<file path="config.mk">
export PLATFORM = sky130hd
export DESIGN_NAME = debug_timer_unit
export DESIGN_NICKNAME = d
export VERILOG_FILES = /design/src/timer_pkg.sv /design/src/timer_reg_decode.sv /design/src/debug_timer.sv /design/src/timer_irq_status.sv /design/src/debug_timer_unit.sv
export SDC_FILE = /design/constraint.sdc
export NUM_CORES = 1
export LEC_CHECK = 0
export ABC_AREA = 1
export ABC_CLOCK_PERIOD_IN_PS = 3500
export BUFFER_PORTS_ARGS = -buffer_cell sky130_fd_sc_hd__clkbuf_2
export CELL_PAD_IN_SITES_DETAIL_PLACEMENT = 1
export CELL_PAD_IN_SITES_GLOBAL_PLACEMENT = 2
export CORE_MARGIN = 2
export CORE_UTILIZATION = 38
export DETAILED_ROUTE_END_ITERATION = 12
export PLACE_DENSITY_LB_ADDON = 0.1
export SLEW_MARGIN = 25
export SYNTH_ARGS = -nofsm -noshare
export SYNTH_HDL_FRONTEND = slang
export SYNTH_HIERARCHICAL = 1
export SYNTH_SLANG_ARGS = --single-unit
</file>
<file path="constraint.sdc">
create_clock -name clk -period 3.5 [get_ports clk]
set_clock_uncertainty 0.15 [all_clocks]
set_input_delay 0.175 -clock clk [delete_from_list [all_inputs] [get_ports clk]]
set_output_delay 0.175 -clock clk [all_outputs]
set_load 0.03 [all_outputs]
</file>
<file path="src/timer_pkg.sv">
// shared widths, register selector encoding and structs for the debug timer unit
`default_nettype none

package timer_pkg;

    // one word covers counts, reloads and register data
    localparam int TIMER_W = 16;

    // upper bound on timers in one unit
    // also the width of per-timer bit fields in register data
    localparam int MAX_TIMERS = 8;

    // register selector, low four address bits
    typedef enum logic [3:0] {
        REG_CTRL   = 4'd0,
        REG_MASK   = 4'd1,
        REG_STATUS = 4'd2,
        REG_RELOAD = 4'd4,
        REG_COUNT  = 4'd5
    } reg_sel_e;

    // decode to timer
    typedef struct packed {
        logic               enable;
        logic [TIMER_W-1:0] reload;
    } timer_cfg_t;

    // timer to status block
    typedef struct packed {
        logic [TIMER_W-1:0] count;
        logic               expired;
    } timer_state_t;

    // decoded read strobe, sampled by the status block
    typedef struct packed {
        logic       valid;
        reg_sel_e   sel;
        logic [3:0] idx;
    } rd_req_t;

endpackage

`default_nettype wire

</file>
<file path="src/timer_reg_decode.sv">
// register decode for the timer unit; holds enable, mask and reload, forwards reads
`timescale 1ns/10ps
`default_nettype none

module timer_reg_decode #(
    parameter int NUM_TIMERS = 3
) (
    input  wire logic                          clk,
    input  wire logic                          rst_n,
    input  wire logic                          wr_en,
    input  wire logic                          rd_en,
    input  wire logic [7:0]                    addr,
    input  wire logic [timer_pkg::TIMER_W-1:0] wdata,
    output timer_pkg::timer_cfg_t              cfg [NUM_TIMERS],
    output logic [NUM_TIMERS-1:0]              mask,
    output logic [NUM_TIMERS-1:0]              status_clear,
    output timer_pkg::rd_req_t                 rd_req
);

    import timer_pkg::*;

    logic [3:0]          idx;
    reg_sel_e            sel;

    logic [NUM_TIMERS-1:0] enable_q;
    logic [NUM_TIMERS-1:0] mask_q;
    logic [TIMER_W-1:0]    reload_q [NUM_TIMERS];

    // upper nibble picks the timer, lower nibble the register
    assign idx = addr[7:4];
    assign sel = reg_sel_e'(addr[3:0]);

    always_ff @(posedge clk or negedge rst_n) begin
        if (!rst_n) begin
            enable_q <= '0;
            mask_q   <= '0;
            for (int i = 0; i < NUM_TIMERS; i++) begin
                reload_q[i] <= '0;
            end
        end else if (wr_en) begin
            case (sel)
                // global words, index not looked at
                REG_CTRL: begin
                    enable_q <= wdata[NUM_TIMERS-1:0];
                end
                REG_MASK: begin
                    mask_q <= wdata[NUM_TIMERS-1:0];
                end
                // only an in-range index matches
                REG_RELOAD: begin
                    for (int i = 0; i < NUM_TIMERS; i++) begin
                        if (idx == 4'(i)) begin
                            reload_q[i] <= wdata;
                        end
                    end
                end
                // status handled as a clear pulse, count is read only
                default: begin
                end
            endcase
        end
    end

    // enable bit travels with the reload value
    always_comb begin
        for (int i = 0; i < NUM_TIMERS; i++) begin
            cfg[i].enable = enable_q[i];
            cfg[i].reload = reload_q[i];
        end
    end

    assign mask = mask_q;

    // write-one-to-clear, valid only in the write cycle
    always_comb begin
        status_clear = '0;
        if (wr_en && sel == REG_STATUS) begin
            status_clear = wdata[NUM_TIMERS-1:0];
        end
    end

    always_comb begin
        rd_req.valid = rd_en;
        rd_req.sel   = sel;
        rd_req.idx   = idx;
    end

endmodule

`default_nettype wire

</file>
<file path="src/debug_timer.sv">
// single up-counter with reload at all ones, held during debug halt
`timescale 1ns/10ps
`default_nettype none

module debug_timer (
    input  wire logic                  clk,
    input  wire logic                  rst_n,
    input  wire logic                  debug_mode,
    input  timer_pkg::timer_cfg_t      cfg,
    output timer_pkg::timer_state_t    state
);

    import timer_pkg::*;

    logic [TIMER_W-1:0] count_q;
    logic               pending_q;
    logic               count_max;
    logic               run;
    logic               do_reload;
    logic               do_inc;

    assign count_max = (count_q == {TIMER_W{1'b1}});
    assign run       = cfg.enable && !debug_mode;

    // a reload owed from the halt takes priority over counting on
    assign do_reload = run && (count_max || pending_q);
    assign do_inc    = run && !count_max && !pending_q;

    // remember a wrap that landed inside the halt
    always_ff @(posedge clk or negedge rst_n) begin
        if (!rst_n) begin
            pending_q <= 1'b0;
        end else if (debug_mode && count_max) begin
            pending_q <= 1'b1;
        end else if (do_reload) begin
            pending_q <= 1'b0;
        end
    end

    always_ff @(posedge clk or negedge rst_n) begin
        if (!rst_n) begin
            count_q <= '0;
        end else if (do_reload) begin
            count_q <= cfg.reload;
        end else if (do_inc) begin
            count_q <= count_q + 1'b1;
        end
    end

    // expiry shows in the reload cycle itself
    always_comb begin
        state.count   = count_q;
        state.expired = do_reload;
    end

endmodule

`default_nettype wire

</file>
<file path="src/timer_irq_status.sv">
// sticky expiry status, masked interrupt and registered readback for the timer unit
`timescale 1ns/10ps
`default_nettype none

module timer_irq_status #(
    parameter int NUM_TIMERS = 3
) (
    input  wire logic                          clk,
    input  wire logic                          rst_n,
    input  timer_pkg::timer_state_t            state [NUM_TIMERS],
    input  timer_pkg::timer_cfg_t              cfg [NUM_TIMERS],
    input  wire logic [NUM_TIMERS-1:0]         mask,
    input  wire logic [NUM_TIMERS-1:0]         status_clear,
    input  timer_pkg::rd_req_t                 rd_req,
    output logic [timer_pkg::TIMER_W-1:0]      rdata,
    output logic                               irq
);

    import timer_pkg::*;

    logic [NUM_TIMERS-1:0] status_q;
    logic [NUM_TIMERS-1:0] expired_vec;
    logic [MAX_TIMERS-1:0] en_vec;
    logic [TIMER_W-1:0]    rd_next;

    always_comb begin
        en_vec = '0;
        for (int i = 0; i < NUM_TIMERS; i++) begin
            expired_vec[i] = state[i].expired;
            en_vec[i]      = cfg[i].enable;
        end
    end

    // set wins over a clear in the same cycle
    always_ff @(posedge clk or negedge rst_n) begin
        if (!rst_n) begin
            status_q <= '0;
        end else begin
            status_q <= (status_q & ~status_clear) | expired_vec;
        end
    end

    assign irq = |(status_q & mask);

    // index only matters for per-timer registers
    always_comb begin
        rd_next = '0;
        case (rd_req.sel)
            REG_CTRL:   rd_next = TIMER_W'(en_vec);
            REG_MASK:   rd_next = TIMER_W'(MAX_TIMERS'(mask));
            REG_STATUS: rd_next = TIMER_W'(MAX_TIMERS'(status_q));
            REG_RELOAD: begin
                for (int i = 0; i < NUM_TIMERS; i++) begin
                    if (rd_req.idx == 4'(i)) begin
                        rd_next = cfg[i].reload;
                    end
                end
            end
            REG_COUNT: begin
                for (int i = 0; i < NUM_TIMERS; i++) begin
                    if (rd_req.idx == 4'(i)) begin
                        rd_next = state[i].count;
                    end
                end
            end
            default: rd_next = '0;
        endcase
    end

    // holds the last read until the next strobe
    always_ff @(posedge clk or negedge rst_n) begin
        if (!rst_n) begin
            rdata <= '0;
        end else if (rd_req.valid) begin
            rdata <= rd_next;
        end
    end

endmodule

`default_nettype wire

</file>
<file path="src/debug_timer_unit.sv">
// top level of the timer peripheral; register decode, timer bank and status block
`timescale 1ns/10ps
`default_nettype none

module debug_timer_unit #(
    parameter int NUM_TIMERS = 3
) (
    input  wire logic                          clk,
    input  wire logic                          rst_n,
    input  wire logic                          debug_mode,
    input  wire logic                          wr_en,
    input  wire logic                          rd_en,
    input  wire logic [7:0]                    addr,
    input  wire logic [timer_pkg::TIMER_W-1:0] wdata,
    output logic [timer_pkg::TIMER_W-1:0]      rdata,
    output logic                               irq
);

    import timer_pkg::*;

    timer_cfg_t            cfg [NUM_TIMERS];
    timer_state_t          state [NUM_TIMERS];
    logic [NUM_TIMERS-1:0] mask;
    logic [NUM_TIMERS-1:0] status_clear;
    rd_req_t               rd_req;

    timer_reg_decode #(
        .NUM_TIMERS(NUM_TIMERS)
    ) u_decode (
        .clk         (clk),
        .rst_n       (rst_n),
        .wr_en       (wr_en),
        .rd_en       (rd_en),
        .addr        (addr),
        .wdata       (wdata),
        .cfg         (cfg),
        .mask        (mask),
        .status_clear(status_clear),
        .rd_req      (rd_req)
    );

    for (genvar i = 0; i < NUM_TIMERS; i++) begin : g_timer
        debug_timer u_timer (
            .clk       (clk),
            .rst_n     (rst_n),
            .debug_mode(debug_mode),
            .cfg       (cfg[i]),
            .state     (state[i])
        );
    end

    timer_irq_status #(
        .NUM_TIMERS(NUM_TIMERS)
    ) u_status (
        .clk         (clk),
        .rst_n       (rst_n),
        .state       (state),
        .cfg         (cfg),
        .mask        (mask),
        .status_clear(status_clear),
        .rd_req      (rd_req),
        .rdata       (rdata),
        .irq         (irq)
    );

endmodule

`default_nettype wire

</file>
### Word level (Yosys, flattened, before mapping)

Index checks and enable logic that the tools add are counted.

* flip-flop bits (word level): 124
* input port bits: 29
* output and inout bits: 17
* word-level logic and storage cells: 89

* add/subtract/negate cells: 3
* equality and inequality tests: 9
* multiplexer cells: 20
* bitwise operators: 4
* reductions and logical operators: 40

Operators by type and width (count)
* 16-bit 2-to-1 mux: 12
* 16-bit case mux with 5 select lines: 1
* 16-bit by 1-bit adder with 16-bit output, second input constant: 3
* 16-bit equality test, second input constant: 3
* 1-bit logical AND: 16
* 2-bit nonzero test: 6
* 3-bit AND reduction: 3
* 4-bit by 1-bit equality test with 1-bit output, second input constant: 2
* 4-bit by 2-bit equality test with 1-bit output, second input constant: 2
* 4-bit by 3-bit equality test with 1-bit output, second input constant: 2
* 4-bit zero test: 2
* 1-bit zero test: 7
* 3-bit bitwise AND: 2
* 1-bit 2-to-1 mux: 6
* 2-bit AND reduction: 2
* 1-bit logical OR: 3
* 3-bit 2-to-1 mux: 1
* 3-bit NOT: 1
* 3-bit bitwise OR: 1
* 3-bit OR reduction: 1

### Longest topological paths before layout

* depth after elaboration: 6
* mapped depth: 11
* mapped depth without buffers: 10

### Modules after synthesis

The synthesis kept the hierarchy.

Modules (own cells, without submodules)
* debug_timer: times used 3, cells an instance 208, area an instance 1287.5 um^2, seq. area each 425.4 um^2
* timer_reg_decode: times used 1, cells an instance 297, area an instance 2555.0 um^2, seq. area each 1351.3 um^2
* timer_irq_status: times used 1, cells an instance 343, area an instance 2079.5 um^2, seq. area each 475.5 um^2

### Worst setup path before layout

Ideal clock, no wire load.

* path type: flip-flop to flip-flop
* start point: reg g_timer[1].u_timer.count_q[0]
* end point: reg g_timer[1].u_timer.count_q[3]
* library setup time: 118 ps
* data arrival time: 1458 ps
* data required time: 3232 ps
* setup slack: 1774 ps
* cell stages (with the launch flop): 11
* path buffers: 1
* period minus slack after synthesis: 1726 ps
* cell sequence: dfrtp_1 ha_1 nand2_1 nor2_1 nand2_2 nor2_1 nor2_1 buf_2 nand3_1 nand3_1 nand2_1

* cells in the longest elaborated chain, start to end: 5
* elaborated cells on any way between the ends: 10
* those cells by class: add/sub (1); eq/ne (1); mux (2); reduce/logical (6)

RTL lines
* start, declared: line debug_timer.sv:15 `logic [TIMER_W-1:0] count_q;`
* start signal, assigned: line debug_timer.sv:44 `count_q <= cfg.reload;`
* start signal, assigned: line debug_timer.sv:46 `count_q <= count_q + 1'b1;`
* parallel branches: the longest is 5 deep, another holds 16-bit by 1-bit adder with 16-bit output

Parallel ways; which one is timed is not known. The select of a mux whose other input is x is not followed.
A chain may end at the register's enable or synchronous reset.

### Worst setup path after layout

* start point: reg g_timer[1].u_timer.count_q[0]
* end point: reg g_timer[1].u_timer.count_q[4]

The elaborated chain is that of the path after synthesis.

==> results by group <==
Status
  • Outcome: complete, no violations

Critical path
  • Endpoint required time on the critical path: 3.66 ns
  • Critical Path AT: 2.47 ns
  • Worst setup EP type: flip-flop
  • Cells on worst reg2reg path: 9
  • Startpoint-to-endpoint class of the critical path: reg2reg
  • Largest fanout on the critical path: 13
  • Kind of launch point of the worst setup path: flip-flop

Global route
  • Aggregate global-route resource usage: 0.2569
  • Maximum number of pins on one net before global-route repair: 80
  • Via count of the first global-routing pass: 8240
  • Total grt overflow: 0
  • First-pass GRT wire length: 47450 um
  • Antenna violations before repair: 0

Clock network
  • Cell chosen for the clock root: sky130_fd_sc_hd__clkbuf_16
  • TritonCTS Buffers: 17
  • Worst-Skew Late Latency: 0.43 ns
  • Buffers inserted during post-CTS setup optimization: 0
  • Clock Sink Count: 124
  • Max clock buf depth: 2
  • CTS tree: built
  • Clock transition at the registers of the reported paths: 0.06 ns
  • H-tree levels: 4

Pwr
  • Worst IR Drop VDD: 289.0 uV
  • Power density over the cells: 514.5 nW/um^2
  • Pwr Total: 4.897 mW
  • Static leakage: 5.093 nW

Final layout
  • Net count, final: 1331
  • Fraction of layout instances using a drive strength above 1: 0.1128
  • Number of fill cells: 2900
  • Commonest cells after routing, fill and taps aside: 490 x sky130_fd_sc_hd__nand2_1, 190 x sky130_fd_sc_hd__nand3_1, 156 x sky130_fd_sc_hd__inv_1, 124 x sky130_fd_sc_hd__dfrtp_1, 75 x sky130_fd_sc_hd__nor2_1
  • Most common cell after layout, fill and taps aside: sky130_fd_sc_hd__nand2_1
  • Final cell count without fillers: 1592
  • Area growth syn-to-layout: 12.00%
  • Utilization after layout: 0.4347
  • Total inserted antenna cells: 0
  • Fin area: 9517 sq um

Yosys
  • Area fraction in and, or, nand and nor cells after synthesis: 0.4359
  • Post-synthesis compound-gate area fraction: 0.05787
  • Count of state elements after synthesis: 124
  • Mean area per synthesized cell: 6.722 sq um
  • Xor and xnor fraction of the mapped netlist area: 0.01546
  • Total number of yosys warnings: 6
  • Net count after synthesis: 1296
  • Mux contribution to synthesized area: 0
  • Count of different cell masters after synthesis: 32
  • Sequential cell area fraction in the yosys report: 0.3652
  • Number of instances in the synthesized netlist: 1264
  • Fraction of the mapped netlist area in adder cells: 0.004418
  • Mapped cell area: 8497 sq um
  • Main combinational cell family by area after synthesis: simple AND/OR/NAND/NOR gates

Die
  • Chip height: 153.5 um
  • Cell row count: 54
  • Horizontal die dimension: 153.5 um
  • Top Ports: 46
  • Effective utilization at floorplan: 0.3881
  • Overall die area: 23570 sq um
  • Core footprint: 21890 sq um

Hold path
  • Class of the most critical hold timing path: in2reg
  • Worst Hold Path Cells: 5

Drt
  • Wire length on met2: 12850 um
  • Antenna violation net count after detailed routing: 0
  • Via density: 5.122
  • Count of routing violations after the opening detailed-route iteration: 587
  • DRC: 0
  • Met1 layer wirelength in the final routing: 15150 um
  • WL met3: 992 um
  • WL final: 29220 um
  • Highest layer used for signal routing: met4
  • Vias: 8154
  • WL per Instance: 18.35 um
  • Detailed Routing Iterations Pass 1: 5

Timing
  • Worst max-slew margin expressed relative to the limit: 0.3805
  • Worst setup slack after layout: 1.186 ns
  • Slew at the pin closest to its max-slew limit: 0.9259 ns
  • Period utilisation layout: 0.6611
  • Number of setup violations in the final report: 0
  • Final critical path time including I/O delays and setup: 2.314 ns
  • Unrepaired setup endpoints after global routing: no
  • Final sum of negative setup slack: 0 ns
  • Maximum clock rate: 432.2 MHz
  • Hold Slack: 0.02319 ns
  • Hold Violations, Final: 0
  • Final max-slew violation count: 0

Job
  • Number of maximum-capacitance violations: 0

Place
  • Post-Place Setup Slack: 1.196 ns
  • Number of port buffers: 45
  • Gpl congestion: 0.8546
  • Placed cells: 1540
  • Cell Area, Placed: 8732 sq um
  • Placed wire-length estimate: 21270 um
[sequential cells by signal, indices dropped and copies added (netlist names)]
name                       count
g_timer.u_timer/pending_q      3
u_decode/mask                  3
u_status/rdata                16
u_status/status_q              3
g_timer.u_timer/count_q       48
u_decode/enable_q              3
u_decode/cfg                  48
[path summary, 6_finish.rpt]
path                            slack (ns)                     startpoint                        endpoint
worst min-delay path                  0.02                          wr_en                u_decode/mask[0]
worst max register to register        1.19  g_timer[1].u_timer/count_q[0]   g_timer[1].u_timer/count_q[4]
max in group asynchronous             2.11                          rst_n                 u_decode/cfg[5]
worst max-delay path                  1.19  g_timer[1].u_timer/count_q[0]   g_timer[1].u_timer/count_q[4]
min in group asynchronous             0.21                          rst_n  g_timer[0].u_timer/count_q[13]
worst min register to register        0.33              u_status/rdata[9]               u_status/rdata[9]
[layout make-up]
cell class / instances / area, sq um / share of cell area
clock inverter: 14 / 145.1 / 0.01525
tap: 280 / 350.3 / 0.03681
clock buffer: 18 / 439.2 / 0.04615
timing repair buffer: 74 / 511.7 / 0.05377
sequential: 124 / 3103 / 0.3261
multi-input combinational: 922 / 4367 / 0.4588
inverter: 160 / 600.6 / 0.06311
[worst max-delay path: stages, from the launching register on]
cell                      delay [ns]
sky130_fd_sc_hd__dfrtp_1        0.42
sky130_fd_sc_hd__ha_1           0.25
sky130_fd_sc_hd__nand2_1        0.09
sky130_fd_sc_hd__nor2_1         0.05
sky130_fd_sc_hd__nand2_2        0.14
sky130_fd_sc_hd__nor2_1         0.07
sky130_fd_sc_hd__nor2_1         0.67
sky130_fd_sc_hd__nand2_1        0.17
sky130_fd_sc_hd__nand3_1        0.13
sky130_fd_sc_hd__nand2_1        0.05
[Yosys cell counts]
master / count / area (sq um)
sky130_fd_sc_hd__nand3b_1: 9 / 67.56
sky130_fd_sc_hd__a21oi_1: 12 / 60.06
sky130_fd_sc_hd__nor2_2: 14 / 87.58
sky130_fd_sc_hd__o21ai_4: 3 / 48.80
sky130_fd_sc_hd__nand4_1: 14 / 87.58
sky130_fd_sc_hd__nor3_2: 1 / 10.01
sky130_fd_sc_hd__nand3_4: 3 / 52.55
sky130_fd_sc_hd__nand2_1: 490 / 1839
sky130_fd_sc_hd__xnor2_1: 6 / 52.55
sky130_fd_sc_hd__nand3_2: 12 / 120.1
sky130_fd_sc_hd__o21ai_0: 6 / 30.03
sky130_fd_sc_hd__buf_2: 21 / 105.1
sky130_fd_sc_hd__or2_2: 3 / 18.77
sky130_fd_sc_hd__inv_2: 3 / 11.26
sky130_fd_sc_hd__clkbuf_1: 7 / 26.28
sky130_fd_sc_hd__nand3_1: 190 / 950.9
sky130_fd_sc_hd__nor2_1: 76 / 285.3
sky130_fd_sc_hd__dfrtp_1: 124 / 3103
sky130_fd_sc_hd__nor2_4: 8 / 90.09
sky130_fd_sc_hd__clkinv_1: 1 / 3.750
sky130_fd_sc_hd__buf_12: 1 / 20.02
sky130_fd_sc_hd__buf_4: 13 / 97.59
sky130_fd_sc_hd__buf_6: 16 / 180.2
sky130_fd_sc_hd__inv_1: 156 / 585.6
sky130_fd_sc_hd__and3_1: 1 / 6.260
sky130_fd_sc_hd__a21o_1: 3 / 22.52
sky130_fd_sc_hd__o211ai_1: 1 / 7.510
sky130_fd_sc_hd__xor2_1: 9 / 78.83
sky130_fd_sc_hd__ha_1: 3 / 37.54
sky130_fd_sc_hd__o21bai_1: 41 / 307.8
sky130_fd_sc_hd__nand2_2: 14 / 87.58
sky130_fd_sc_hd__o21ai_1: 3 / 15.01
[logic make-up (layout without fill, tap and decap cells)]
group                      after synthesis  count (layout)
DFF                                    124             124
xor gates and xnor gates                15              15
AOI/OAI and AO/OA                       69              69
buffers and inverters                  218             266
and+or+nand+nor                        835             835
adders and majority gates                3               3
[per-layer routing]
layer	global-route usage	vias to the layer above
met1	0.3987	3969
met4	0.04718	0
met2	0.3867	154
li1	-	4014
met3	0.03044	17
met5	0	-
[where the power goes]
group | internal [mW] | switching, mW | total [mW] | leakage (nW)
Sequential | 1.68 | 0.370 | 2.05 | 1.51
Combinational | 0.408 | 0.654 | 1.06 | 3.30
Clock | 1.07 | 0.723 | 1.79 | 0.278
[timing repair]
action                                  4_1_cts  5_1_grt
resized for setup                             0        0
endpoints found under the hold margin       131        0
endpoints found under the setup margin        0        0
hold buffers                                 20        0
Note: power is estimated with default switching activity, not from simulation.
